==> src/common/lsu_pkg.sv <==
package lsu_pkg;

  ////////////////////////////////////////////////////////////////////////////
  // bus widths
  ////////////////////////////////////////////////////////////////////////////

  parameter int data_width = 32;              // memory and register word
  parameter int be_width   = data_width / 8;  // one enable per byte lane

  ////////////////////////////////////////////////////////////////////////////
  // data type codes from the EX stage
  ////////////////////////////////////////////////////////////////////////////

  localparam logic [1:0] type_word = 2'b00;
  localparam logic [1:0] type_half = 2'b01;
  localparam logic [1:0] type_byte = 2'b10;  // 2'b11 is a byte as well

  // one memory word, seen as byte lanes or as halfword lanes
  // lane 0 is the least significant, lanes follow addr[1:0]
  typedef union packed {
    logic [be_width-1:0][7:0]      bytes;   // byte lane per address offset
    logic [be_width/2-1:0][15:0]   halves;  // halfword lane per addr[1]
  } lsu_word_u;

endpackage

==> src/source/lsu_store_path.sv <==
`timescale 1ns/1ps

module lsu_store_path #(
  parameter int addr_width = 32
) (
  // operands from the EX stage
  input  logic [addr_width-1:0]           operand_a_i,     // base register
  input  logic [addr_width-1:0]           operand_b_i,     // offset or immediate
  input  logic                            addr_useincr_i,  // low: a alone, post-increment
  input  logic [1:0]                      data_type_i,
  input  logic [lsu_pkg::data_width-1:0]  data_wdata_i,    // store data, low aligned

  // towards memory and the load path
  output logic [addr_width-1:0]           data_addr_o,
  output logic [1:0]                      addr_offset_o,   // byte offset in the word
  output logic [lsu_pkg::be_width-1:0]    data_be_o,
  output logic [lsu_pkg::data_width-1:0]  data_wdata_o     // store data in its lanes
);

  import lsu_pkg::*;

  logic [addr_width-1:0] data_addr;
  logic [1:0]            offset;
  lsu_word_u             wdata_raw;   // register view of store data
  lsu_word_u             wdata_rot;   // memory view after rotation

  // address adder, a alone for post-increment accesses
  assign data_addr = addr_useincr_i ? (operand_a_i + operand_b_i) : operand_a_i;
  assign offset    = data_addr[1:0];  // only these bits steer the lanes

  ////////////////////////////////////////////////////////////////////////////
  // byte enables, aligned accesses only
  ////////////////////////////////////////////////////////////////////////////

  always_comb
  begin
    case (data_type_i)
      type_word:        data_be_o = '1;                                 // all lanes
      type_half:        data_be_o = offset[1] ? 4'b1100 : 4'b0011;      // upper or lower pair
      type_byte, 2'b11: data_be_o = 4'b0001 << offset;                  // single lane
    endcase
  end

  // rotate left by offset bytes
  // low bytes of the register land in the enabled lanes
  assign wdata_raw = data_wdata_i;

  always_comb
  begin
    wdata_rot = '0;  // every lane is written by the loop
    for (int i = 0; i < be_width; i++)
    begin
      wdata_rot.bytes[(i + offset) % be_width] = wdata_raw.bytes[i];
    end
  end

  assign data_addr_o   = data_addr;
  assign addr_offset_o = offset;
  assign data_wdata_o  = wdata_rot;

endmodule

==> src/source/lsu_load_path.sv <==
`timescale 1ns/1ps

module lsu_load_path (
  input  logic                            clk,
  input  logic                            rst_n,

  // handshake from memory
  input  logic                            data_gnt_i,
  input  logic                            data_rvalid_i,

  // access attributes, valid in the grant cycle
  input  logic                            data_we_i,
  input  logic                            data_sign_ext_i,
  input  logic [1:0]                      data_type_i,
  input  logic [1:0]                      addr_offset_i,

  input  logic [lsu_pkg::data_width-1:0]  data_rdata_i,     // raw word from memory
  output logic [lsu_pkg::data_width-1:0]  data_rdata_ex_o   // aligned, extended result
);

  import lsu_pkg::*;

  // attributes of the access in flight
  logic [1:0]            data_type_q;
  logic [1:0]            rdata_offset_q;
  logic                  sign_ext_q;
  logic                  we_q;

  lsu_word_u             rdata_u;      // read word, lane views
  logic [15:0]           rdata_half;   // addressed halfword
  logic [7:0]            rdata_byte;   // addressed byte
  logic [data_width-1:0] rdata_ext;    // extended live value
  logic [data_width-1:0] rdata_q;      // held result while EX stalls

  // capture on grant, the read data comes back later
  always_ff @(posedge clk, negedge rst_n)
  begin
    if (!rst_n)
    begin
      data_type_q    <= type_word;
      rdata_offset_q <= '0;
      sign_ext_q     <= 1'b0;
      we_q           <= 1'b0;
    end
    else if (data_gnt_i)
    begin
      data_type_q    <= data_type_i;
      rdata_offset_q <= addr_offset_i;
      sign_ext_q     <= data_sign_ext_i;
      we_q           <= data_we_i;
    end
  end

  ////////////////////////////////////////////////////////////////////////////
  // lane select and extension
  ////////////////////////////////////////////////////////////////////////////

  assign rdata_u    = data_rdata_i;
  assign rdata_half = rdata_u.halves[rdata_offset_q[1]];  // aligned pair only
  assign rdata_byte = rdata_u.bytes[rdata_offset_q];

  always_comb
  begin
    case (data_type_q)
      type_word:                                          // word passes unchanged
        rdata_ext = rdata_u;
      type_half:
        rdata_ext = {{(data_width-16){sign_ext_q & rdata_half[15]}}, rdata_half};
      type_byte, 2'b11:
        rdata_ext = {{(data_width-8){sign_ext_q & rdata_byte[7]}}, rdata_byte};
    endcase
  end

  // result hold register, loads only on load responses
  always_ff @(posedge clk, negedge rst_n)
  begin
    if (!rst_n)
    begin
      rdata_q <= '0;
    end
    else if (data_rvalid_i && !we_q)
    begin
      rdata_q <= rdata_ext;
    end
  end

  // live value in the rvalid cycle, held copy afterwards
  assign data_rdata_ex_o = data_rvalid_i ? rdata_ext : rdata_q;

endmodule

==> src/source/lsu_ctrl.sv <==
`timescale 1ns/1ps

module lsu_ctrl (
  input  logic clk,
  input  logic rst_n,

  // EX stage side
  input  logic data_req_ex_i,
  input  logic data_we_i,
  input  logic ex_valid_i,      // low while EX is stalled

  // memory handshake
  input  logic data_gnt_i,
  input  logic data_rvalid_i,
  input  logic data_err_i,      // only with gnt
  output logic data_req_o,

  // status
  output logic lsu_ready_ex_o,
  output logic lsu_ready_wb_o,
  output logic busy_o,
  output logic load_err_o,
  output logic store_err_o
);

  localparam logic [1:0] IDLE                 = 2'd0;
  localparam logic [1:0] WAIT_RVALID          = 2'd1;
  localparam logic [1:0] WAIT_RVALID_EX_STALL = 2'd2;
  localparam logic [1:0] IDLE_EX_STALL        = 2'd3;

  logic [1:0] state_q;
  logic [1:0] state_d;

  always_ff @(posedge clk, negedge rst_n)
  begin
    if (!rst_n)
      state_q <= IDLE;
    else
      state_q <= state_d;
  end

  ////////////////////////////////////////////////////////////////////////////
  // request FSM
  ////////////////////////////////////////////////////////////////////////////

  always_comb
  begin
    state_d        = state_q;
    data_req_o     = 1'b0;
    lsu_ready_ex_o = 1'b1;
    lsu_ready_wb_o = 1'b1;

    case (state_q)
      IDLE:
      begin
        if (data_req_ex_i)
        begin
          data_req_o     = 1'b1;
          lsu_ready_ex_o = data_gnt_i;  // EX holds until granted
          if (data_gnt_i)
            state_d = ex_valid_i ? WAIT_RVALID : WAIT_RVALID_EX_STALL;
        end
      end

      // response pending, next request may overlap with rvalid
      WAIT_RVALID:
      begin
        lsu_ready_wb_o = data_rvalid_i;
        if (data_rvalid_i)
        begin
          state_d = IDLE;
          if (data_req_ex_i)
          begin
            data_req_o     = 1'b1;
            lsu_ready_ex_o = data_gnt_i;
            if (data_gnt_i)
              state_d = ex_valid_i ? WAIT_RVALID : WAIT_RVALID_EX_STALL;
          end
        end
      end

      // EX stalled at grant, no new request from here
      WAIT_RVALID_EX_STALL:
      begin
        if (data_rvalid_i)
          state_d = ex_valid_i ? IDLE : IDLE_EX_STALL;  // result already held
        else if (ex_valid_i)
          state_d = WAIT_RVALID;                        // back to normal wait
      end

      // data is in, EX still stalled
      IDLE_EX_STALL:
      begin
        if (ex_valid_i)
          state_d = IDLE;
      end

      default:
      begin
        state_d = IDLE;
      end
    endcase
  end

  // bus errors come with the grant, split by direction
  assign load_err_o  = data_gnt_i & data_err_i & ~data_we_i;
  assign store_err_o = data_gnt_i & data_err_i & data_we_i;

  assign busy_o = (state_q != IDLE) | data_req_o;  // any access in flight

endmodule

==> src/source/load_store_unit.sv <==
`timescale 1ns/1ps

module load_store_unit #(
  parameter int addr_width = 32
) (
  input  logic                            clk,
  input  logic                            rst_n,

  // EX stage request
  input  logic                            data_req_ex_i,
  input  logic                            data_we_ex_i,
  input  logic [1:0]                      data_type_ex_i,      // word, half, byte
  input  logic                            data_sign_ext_ex_i,
  input  logic [lsu_pkg::data_width-1:0]  data_wdata_ex_i,
  input  logic [addr_width-1:0]           operand_a_ex_i,
  input  logic [addr_width-1:0]           operand_b_ex_i,
  input  logic                            addr_useincr_ex_i,
  input  logic                            ex_valid_i,

  // EX stage results and status
  output logic [lsu_pkg::data_width-1:0]  data_rdata_ex_o,
  output logic                            lsu_ready_ex_o,
  output logic                            lsu_ready_wb_o,
  output logic                            busy_o,
  output logic                            load_err_o,
  output logic                            store_err_o,

  // data memory port
  output logic                            data_req_o,
  output logic [addr_width-1:0]           data_addr_o,
  output logic                            data_we_o,
  output logic [lsu_pkg::be_width-1:0]    data_be_o,
  output logic [lsu_pkg::data_width-1:0]  data_wdata_o,
  input  logic                            data_gnt_i,
  input  logic                            data_rvalid_i,
  input  logic                            data_err_i,
  input  logic [lsu_pkg::data_width-1:0]  data_rdata_i
);

  logic [1:0] addr_offset;  // byte offset, store path to load path

  assign data_we_o = data_we_ex_i;  // direction goes straight out

  lsu_store_path #(
    .addr_width (addr_width)
  ) i_lsu_store_path (
    .operand_a_i    (operand_a_ex_i),
    .operand_b_i    (operand_b_ex_i),
    .addr_useincr_i (addr_useincr_ex_i),
    .data_type_i    (data_type_ex_i),
    .data_wdata_i   (data_wdata_ex_i),
    .data_addr_o    (data_addr_o),
    .addr_offset_o  (addr_offset),
    .data_be_o      (data_be_o),
    .data_wdata_o   (data_wdata_o)
  );

  lsu_load_path i_lsu_load_path (
    .clk             (clk),
    .rst_n           (rst_n),
    .data_gnt_i      (data_gnt_i),
    .data_rvalid_i   (data_rvalid_i),
    .data_we_i       (data_we_ex_i),
    .data_sign_ext_i (data_sign_ext_ex_i),
    .data_type_i     (data_type_ex_i),
    .addr_offset_i   (addr_offset),
    .data_rdata_i    (data_rdata_i),
    .data_rdata_ex_o (data_rdata_ex_o)
  );

  lsu_ctrl i_lsu_ctrl (
    .clk            (clk),
    .rst_n          (rst_n),
    .data_req_ex_i  (data_req_ex_i),
    .data_we_i      (data_we_ex_i),
    .ex_valid_i     (ex_valid_i),
    .data_gnt_i     (data_gnt_i),
    .data_rvalid_i  (data_rvalid_i),
    .data_err_i     (data_err_i),
    .data_req_o     (data_req_o),
    .lsu_ready_ex_o (lsu_ready_ex_o),
    .lsu_ready_wb_o (lsu_ready_wb_o),
    .busy_o         (busy_o),
    .load_err_o     (load_err_o),
    .store_err_o    (store_err_o)
  );

endmodule

==> config.mk <==
export PLATFORM = sky130hd
export DESIGN_NAME = load_store_unit
export DESIGN_NICKNAME = d
export VERILOG_FILES = /design/src/common/lsu_pkg.sv /design/src/source/lsu_store_path.sv /design/src/source/lsu_load_path.sv /design/src/source/lsu_ctrl.sv /design/src/source/load_store_unit.sv
export SDC_FILE = /design/constraint.sdc
export NUM_CORES = 1
export LEC_CHECK = 0
export BUFFER_PORTS_ARGS = -buffer_cell sky130_fd_sc_hd__buf_4
export CAP_MARGIN = 20
export CORE_MARGIN = 4
export CORE_UTILIZATION = 50
export CTS_CLUSTER_SIZE = 12
export DETAILED_ROUTE_END_ITERATION = 8
export PLACE_DENSITY_LB_ADDON = 0.3
export SYNTH_ARGS = -nofsm -noshare
export SYNTH_HDL_FRONTEND = slang
export SYNTH_HIERARCHICAL = 1
export SYNTH_SLANG_ARGS = --single-unit
export TNS_END_PERCENT = 30
==> constraint.sdc <==
create_clock -name clk -period 9.9 [get_ports clk]
set_input_delay 1.98 -clock clk [delete_from_list [all_inputs] [get_ports clk]]
set_output_delay 1.98 -clock clk [all_outputs]
set_load 0.1 [all_outputs]
Word level (Yosys, flattened, before mapping)
Index checks and enable logic that the tools add are counted.
Word-level totals
  logic and storage cells: 94
  bits in registers: 40
Operators by class
  bitwise gates (word level): 8
  order comparisons: 10
  equality and inequality tests: 14
  reductions and logical operators: 13
  muxes and demuxes: 38
  shifts and indexed selects: 1
  add/subtract/negate cells: 4
Operators by type and width (count)
  32-bit bitwise mux: 3
  32-bit one-hot mux with 3 select lines: 1
  8-bit demux with 2-bit select: 4
  32-bit 2-to-1 mux: 2
  8-bit 2-to-1 mux: 5
  32-bit adder: 1
  32-bit AND: 1
  16-bit 2-to-1 mux: 2
  2-bit 2-to-1 mux: 10
  8-bit binary-select mux with 2-bit select: 1
  2-bit by 3-bit < comparator with 1-bit output (second input constant): 5
  2-bit == test (second input constant): 6
  4-bit one-hot mux with 3 select lines: 1
  2-bit by 1-bit >= comparator with 1-bit output (second input constant): 4
  2-bit inequality test (second input constant): 4
  2-bit one-hot mux with 4 select lines: 1
  2-bit by 1-bit == test with 1-bit output (second input constant): 3
  2-bit logical NOT: 3
  1-bit AND: 5
  1-bit logical AND: 5
  1-bit 2-to-1 mux: 5
  5-bit AND reduction: 1
  2-bit adder (first input constant): 2
  4-bit 2-to-1 mux: 1
  other kinds (10): 12

Longest topological paths before layout
  word-level depth: 10
  mapped depth: 11
  mapped depth without buffers: 11

Modules after synthesis
The synthesis kept the hierarchy.
Modules (own cells, without submodules)
  lsu_store_path: seq. area each 0.0 um^2, cells an instance 368, area an instance 2775.2 um^2, instances 1
  lsu_load_path: seq. area each 950.9 um^2, cells an instance 293, area an instance 2681.3 um^2, instances 1
  lsu_ctrl: seq. area each 50.0 um^2, cells an instance 18, area an instance 145.1 um^2, instances 1
  load_store_unit: seq. area each 0.0 um^2, cells an instance 1, area an instance 7.5 um^2, instances 1

Worst setup path after synthesis
Ideal clock, no wire load.
  path kind: input -> output
  start: input port operand_a_ex_i[4]
  end: output port data_addr_o[27]
  data arrival time: 5.935 ns
  slack: 1.985 ns
  stages: 10
  path through: ha_1 a21oi_1 nand2_1 a21oi_1 o21ai_1 o21ai_0 a21oi_1 o21a_1 o21a_1 o31ai_1
Between the ends
  cells in the longest elaborated chain, start to end: 2
RTL lines
  from (decl): line load_store_unit.sv:15  | input logic [addr_width-1:0] operand_a_ex_i,
  32-bit adder: line lsu_store_path.sv:28  | assign data_addr = addr_useincr_i ? (operand_a_i + operand_b_i) : operand_a_i;
  32-bit 2-to-1 mux: line lsu_store_path.sv:28
  to (decl): line load_store_unit.sv:30  | output logic [addr_width-1:0] data_addr_o,
Every way passes these cells.

Final worst setup path
  start: input port operand_a_ex_i[2]
  end: output port data_addr_o[28]
The elaborated chain is that of the path after synthesis.

==> flow_metrics.py <==
metrics = {
    "power": {
        "p_leak_uw": 0.00365,
        "vdd_ir_drop_max_v": 0.000140,
        "p_per_area_mw_per_mm2": 194,
    },
    "sta": {
        "tns_ns": 0,
        "fin_crit_sh_pct": 71.1,
        "fin_skew_ns": 0.00833,
        "final-max-slew-violation-count": 0,
        "setup_violations": 0,
        "rsz0062_at_grt": "false",
        "hold_viol": 0,
        "relSlewSlack_pct": 36.0,
        "tightest_slew_ns": 0.960,
        "min_period_ns": 7.04,
        "max_freq_mhz": 142,
    },
    "clocking": {
        "root_buffer": "clkbuf_8",
        "cts_tree": "done",
        "cts_hold_buf": 0,
        "clkSinkCount": 40,
        "cts_resized": 0,
        "cts_setup_buffers": 0,
        "clk_pin_slew_worst_paths_ns": 0.08,
        "insertion_delay_ns": 0.30,
        "cts_buffer_depth": 2,
        "cts_buffers": 5,
        "h-tree-depth": 2,
    },
    "synthesis": {
        "synth-seq-cells": 40,
        "syn_avg_cell_area_sq_um": 8.25,
        "yosys.area_share.simple_pct": 16.8,
        "ys_types": 62,
        "syn-cell-area_sq_mm": 0.00561,
        "yosysTopAreaCellShare_pct": 17.8,
        "synth_edf_count": 0,
        "synth_nets": 852,
        "synth_top_family_by_area": "multiplexers",
        "synth_xor_area_share_pct": 3.90,
        "syn_inst": 680,
        "ys_top_cells_by_area": "dfrtp_1 (18%), mux2i_1 (18%), mux2_2 (7.0%), ha_1 (6.9%), nor2_1 (3.9%)",
        "synth.mux.area_fraction_pct": 26.1,
        "synth.top_cells.by_count": "mux2i_1 (99), nor2_1 (58), dfrtp_1 (40), nand2_1 (40), a21oi_1 (38)",
        "async_flop_share_pct": 100,
        "synth_compound_area_share_pct": 22.6,
        "synth_most_common_cell": "mux2i_1",
        "synth_ff_type": "dfrtp_1",
        "ys_seq_area_share_pct": 17.8,
        "yosysWarnings": 6,
        "synth-adder-area-share_pct": 7.27,
        "synth_top_area_cell": "dfrtp_1",
    },
    "layout": {
        "area_growth_pct": 34.7,
        "layout.nets": 1055,
        "final_cells": 1024,
        "drive_gt1_share_pct": 35.2,
        "num_antenna_cells": 0,
    },
    "grt": {
        "grt_first_pass_wirelength_microns": 29900,
        "antenna_found_initial": 0,
        "grt_use_total_pct": 27.8,
        "grt_overflow": 0,
        "grt_start_max_net_pins": 42,
        "grt_pass1_vias": 6203,
    },
    "route": {
        "wl_per_cell_microns": 18.2,
        "viasPerCell": 6.05,
        "wl_microns": 18700,
        "via_count": 6193,
        "initialDrtViolationCount": 519,
        "route.detailed.drc": 0,
        "firstDrtPassIters": 5,
        "final_antenna_net_count": 0,
    },
    "floorplan": {
        "core_area_sq_mm": 0.0109,
        "dieArea_sq_mm": 0.0130,
        "die_width_microns": 114,
        "ios": 247,
        "rows": 38,
        "die_h_microns": 114,
        "start_util_pct": 51.5,
    },
    "worst_setup_path": {
        "arrival_ns": 5.06,
        "worstSetupPathType": "in -> out",
        "worst-path-max-fanout": 4,
        "r2r_start": "i_lsu_load_path/rdata_offset_q[1]",
        "worstSetupStartpointType": "primary input",
        "crit_path_cell_trace": "buf_4 > ha_1 > a21o_1 > a31oi_1 > or3_1 > a31oi_1 > o31a_1 > a41oi_2 > o31ai_1 > mux2_1 > a221o_1 > buf_4",
        "cp-startpoint": "operand_a_ex_i[2]",
        "slowest_stage": "or3_1",
        "crit_path_end_kind": "output pin",
        "crit_required_ns": 7.92,
        "critPathMaxStageDelay_ns": 0.43,
    },
    "hold_path": {
        "min_path_type": "reg -> reg",
        "hold_start": "i_lsu_load_path/rdata_q[4]",
    },
    "place": {
        "gp_congestion": 0.936,
        "dp.cells": 1015,
        "port-buffer-count": 246,
        "dpl.hpwl_microns": 14800,
    },
    "status": {
        "status": "complete, no violations",
    },
    "job": {
        "maxCapViolCount": 0,
    },
}
## final cells by class
| class | count | area, sq um |
|---|---|---|
| Multi-Input combinational cell | 573 | 4320 |
| Fill cell | 883 | 3330 |
| Timing Repair Buffer | 250 | 1900 |
| Sequential cell | 40 | 1000 |
| Tap cell | 140 | 175 |
| Clock buffer | 5 | 68.8 |
| Inverter | 13 | 48.8 |
| Clock inverter | 3 | 46.3 |
## cell usage in the layout (no fill, tap or decap), types with 4 or more instances in the layout
cell	netlist	layout
buf_4	7	249
mux2i_1	99	98
nor2_1	58	58
nand2_1	40	40
dfrtp_1	40	40
a21oi_1	38	38
mux2_2	35	35
o21ai_0	35	35
ha_1	31	31
a31oi_1	24	24
a21o_1	20	20
xnor2_1	19	19
nor3b_1	16	16
o22ai_1	15	15
o221ai_1	14	14
or3_1	12	12
nand3_1	12	12
inv_1	12	12
nand2b_1	10	10
o21a_1	9	9
and3_1	8	8
nand4_1	8	8
a32oi_1	7	7
o31ai_1	6	6
xor2_1	6	6
clkbuf_8	0	5
or2_2	4	4
nand3b_1	4	4
nor2b_1	5	4
## per-stage QoR
step | utilization, % | setup slack (ns) | cell area, sq um | hold WS, ns | total power, uW
finish | 69.4 | 2.86 | 7550 | 0.496 | 1470
global placement | 68.1 | 2.97 | 7410 | 0.468 | 1310
detailed placement | 68.1 | 2.91 | 7410 | 0.479 | 1320
CTS | 69.1 | 2.88 | 7530 | 0.497 | 1460
global route | 69.4 | 2.64 | 7550 | 0.530 | 1530
floorplan | - | 1.98 | 5610 | 0.456 | 1090
## sequential cells by signal, indices dropped and copies added, names as in the netlist
name                            flops
i_lsu_load_path/rdata_q            32
i_lsu_ctrl/state_q                  2
i_lsu_load_path/data_type_q         2
i_lsu_load_path/rdata_offset_q      2
i_lsu_load_path/sign_ext_q          1
i_lsu_load_path/we_q                1
## cells by family (layout without fill, tap and decap cells)
kind of cell / Yosys count / in the layout
buffers and inverters: 67 / 271
adder cells (fa/ha/maj): 32 / 32
AND/OR/NAND/NOR: 186 / 186
multiplexers: 139 / 139
flip-flops: 40 / 40
XOR/XNOR: 25 / 25
AO/OA/AOI/OAI: 191 / 191
## critical path: cells and delay by family
family | cells | cell delay [ns]
AO/OA/AOI/OAI | 7 | 1.57
adder cells (fa/ha/maj) | 1 | 0.38
buffers and inverters | 2 | 0.35
multiplexers | 1 | 0.35
AND/OR/NAND/NOR | 1 | 0.43
## where the power goes
| part | leakage, uW | internal [uW] | switching [uW] |
|---|---|---|---|
| Sequential | 0.000490 | 203 | 31.1 |
| Combinational | 0.00310 | 287 | 806 |
| Clock | 0.0000548 | 75.9 | 62.5 |
| Total | 0.00365 | 566 | 900 |
## per-layer routing
metal  wire length [microns]  GRT usage [%]
met4                     408           9.03
met2                    9170           49.1
met1                    7330           33.4
met3                    1760           6.53
met5                       0              0
## path summary, 6_finish.rpt
path | to | slack, ns | cells after the start
worst max-delay path | data_addr_o[28] | 2.86 | 12
worst min-delay path | i_lsu_load_path/rdata_q[4] | 0.50 | 2
worst max register to register | i_lsu_load_path/rdata_q[29] | 7.73 | 3
worst min register to register | i_lsu_load_path/rdata_q[4] | 0.50 | 2
max in group asynchronous | i_lsu_load_path/rdata_q[29] | 7.85 | 1
min in group asynchronous | i_lsu_load_path/rdata_q[7] | 1.64 | 1
Note: power is estimated with default switching activity, not from simulation.
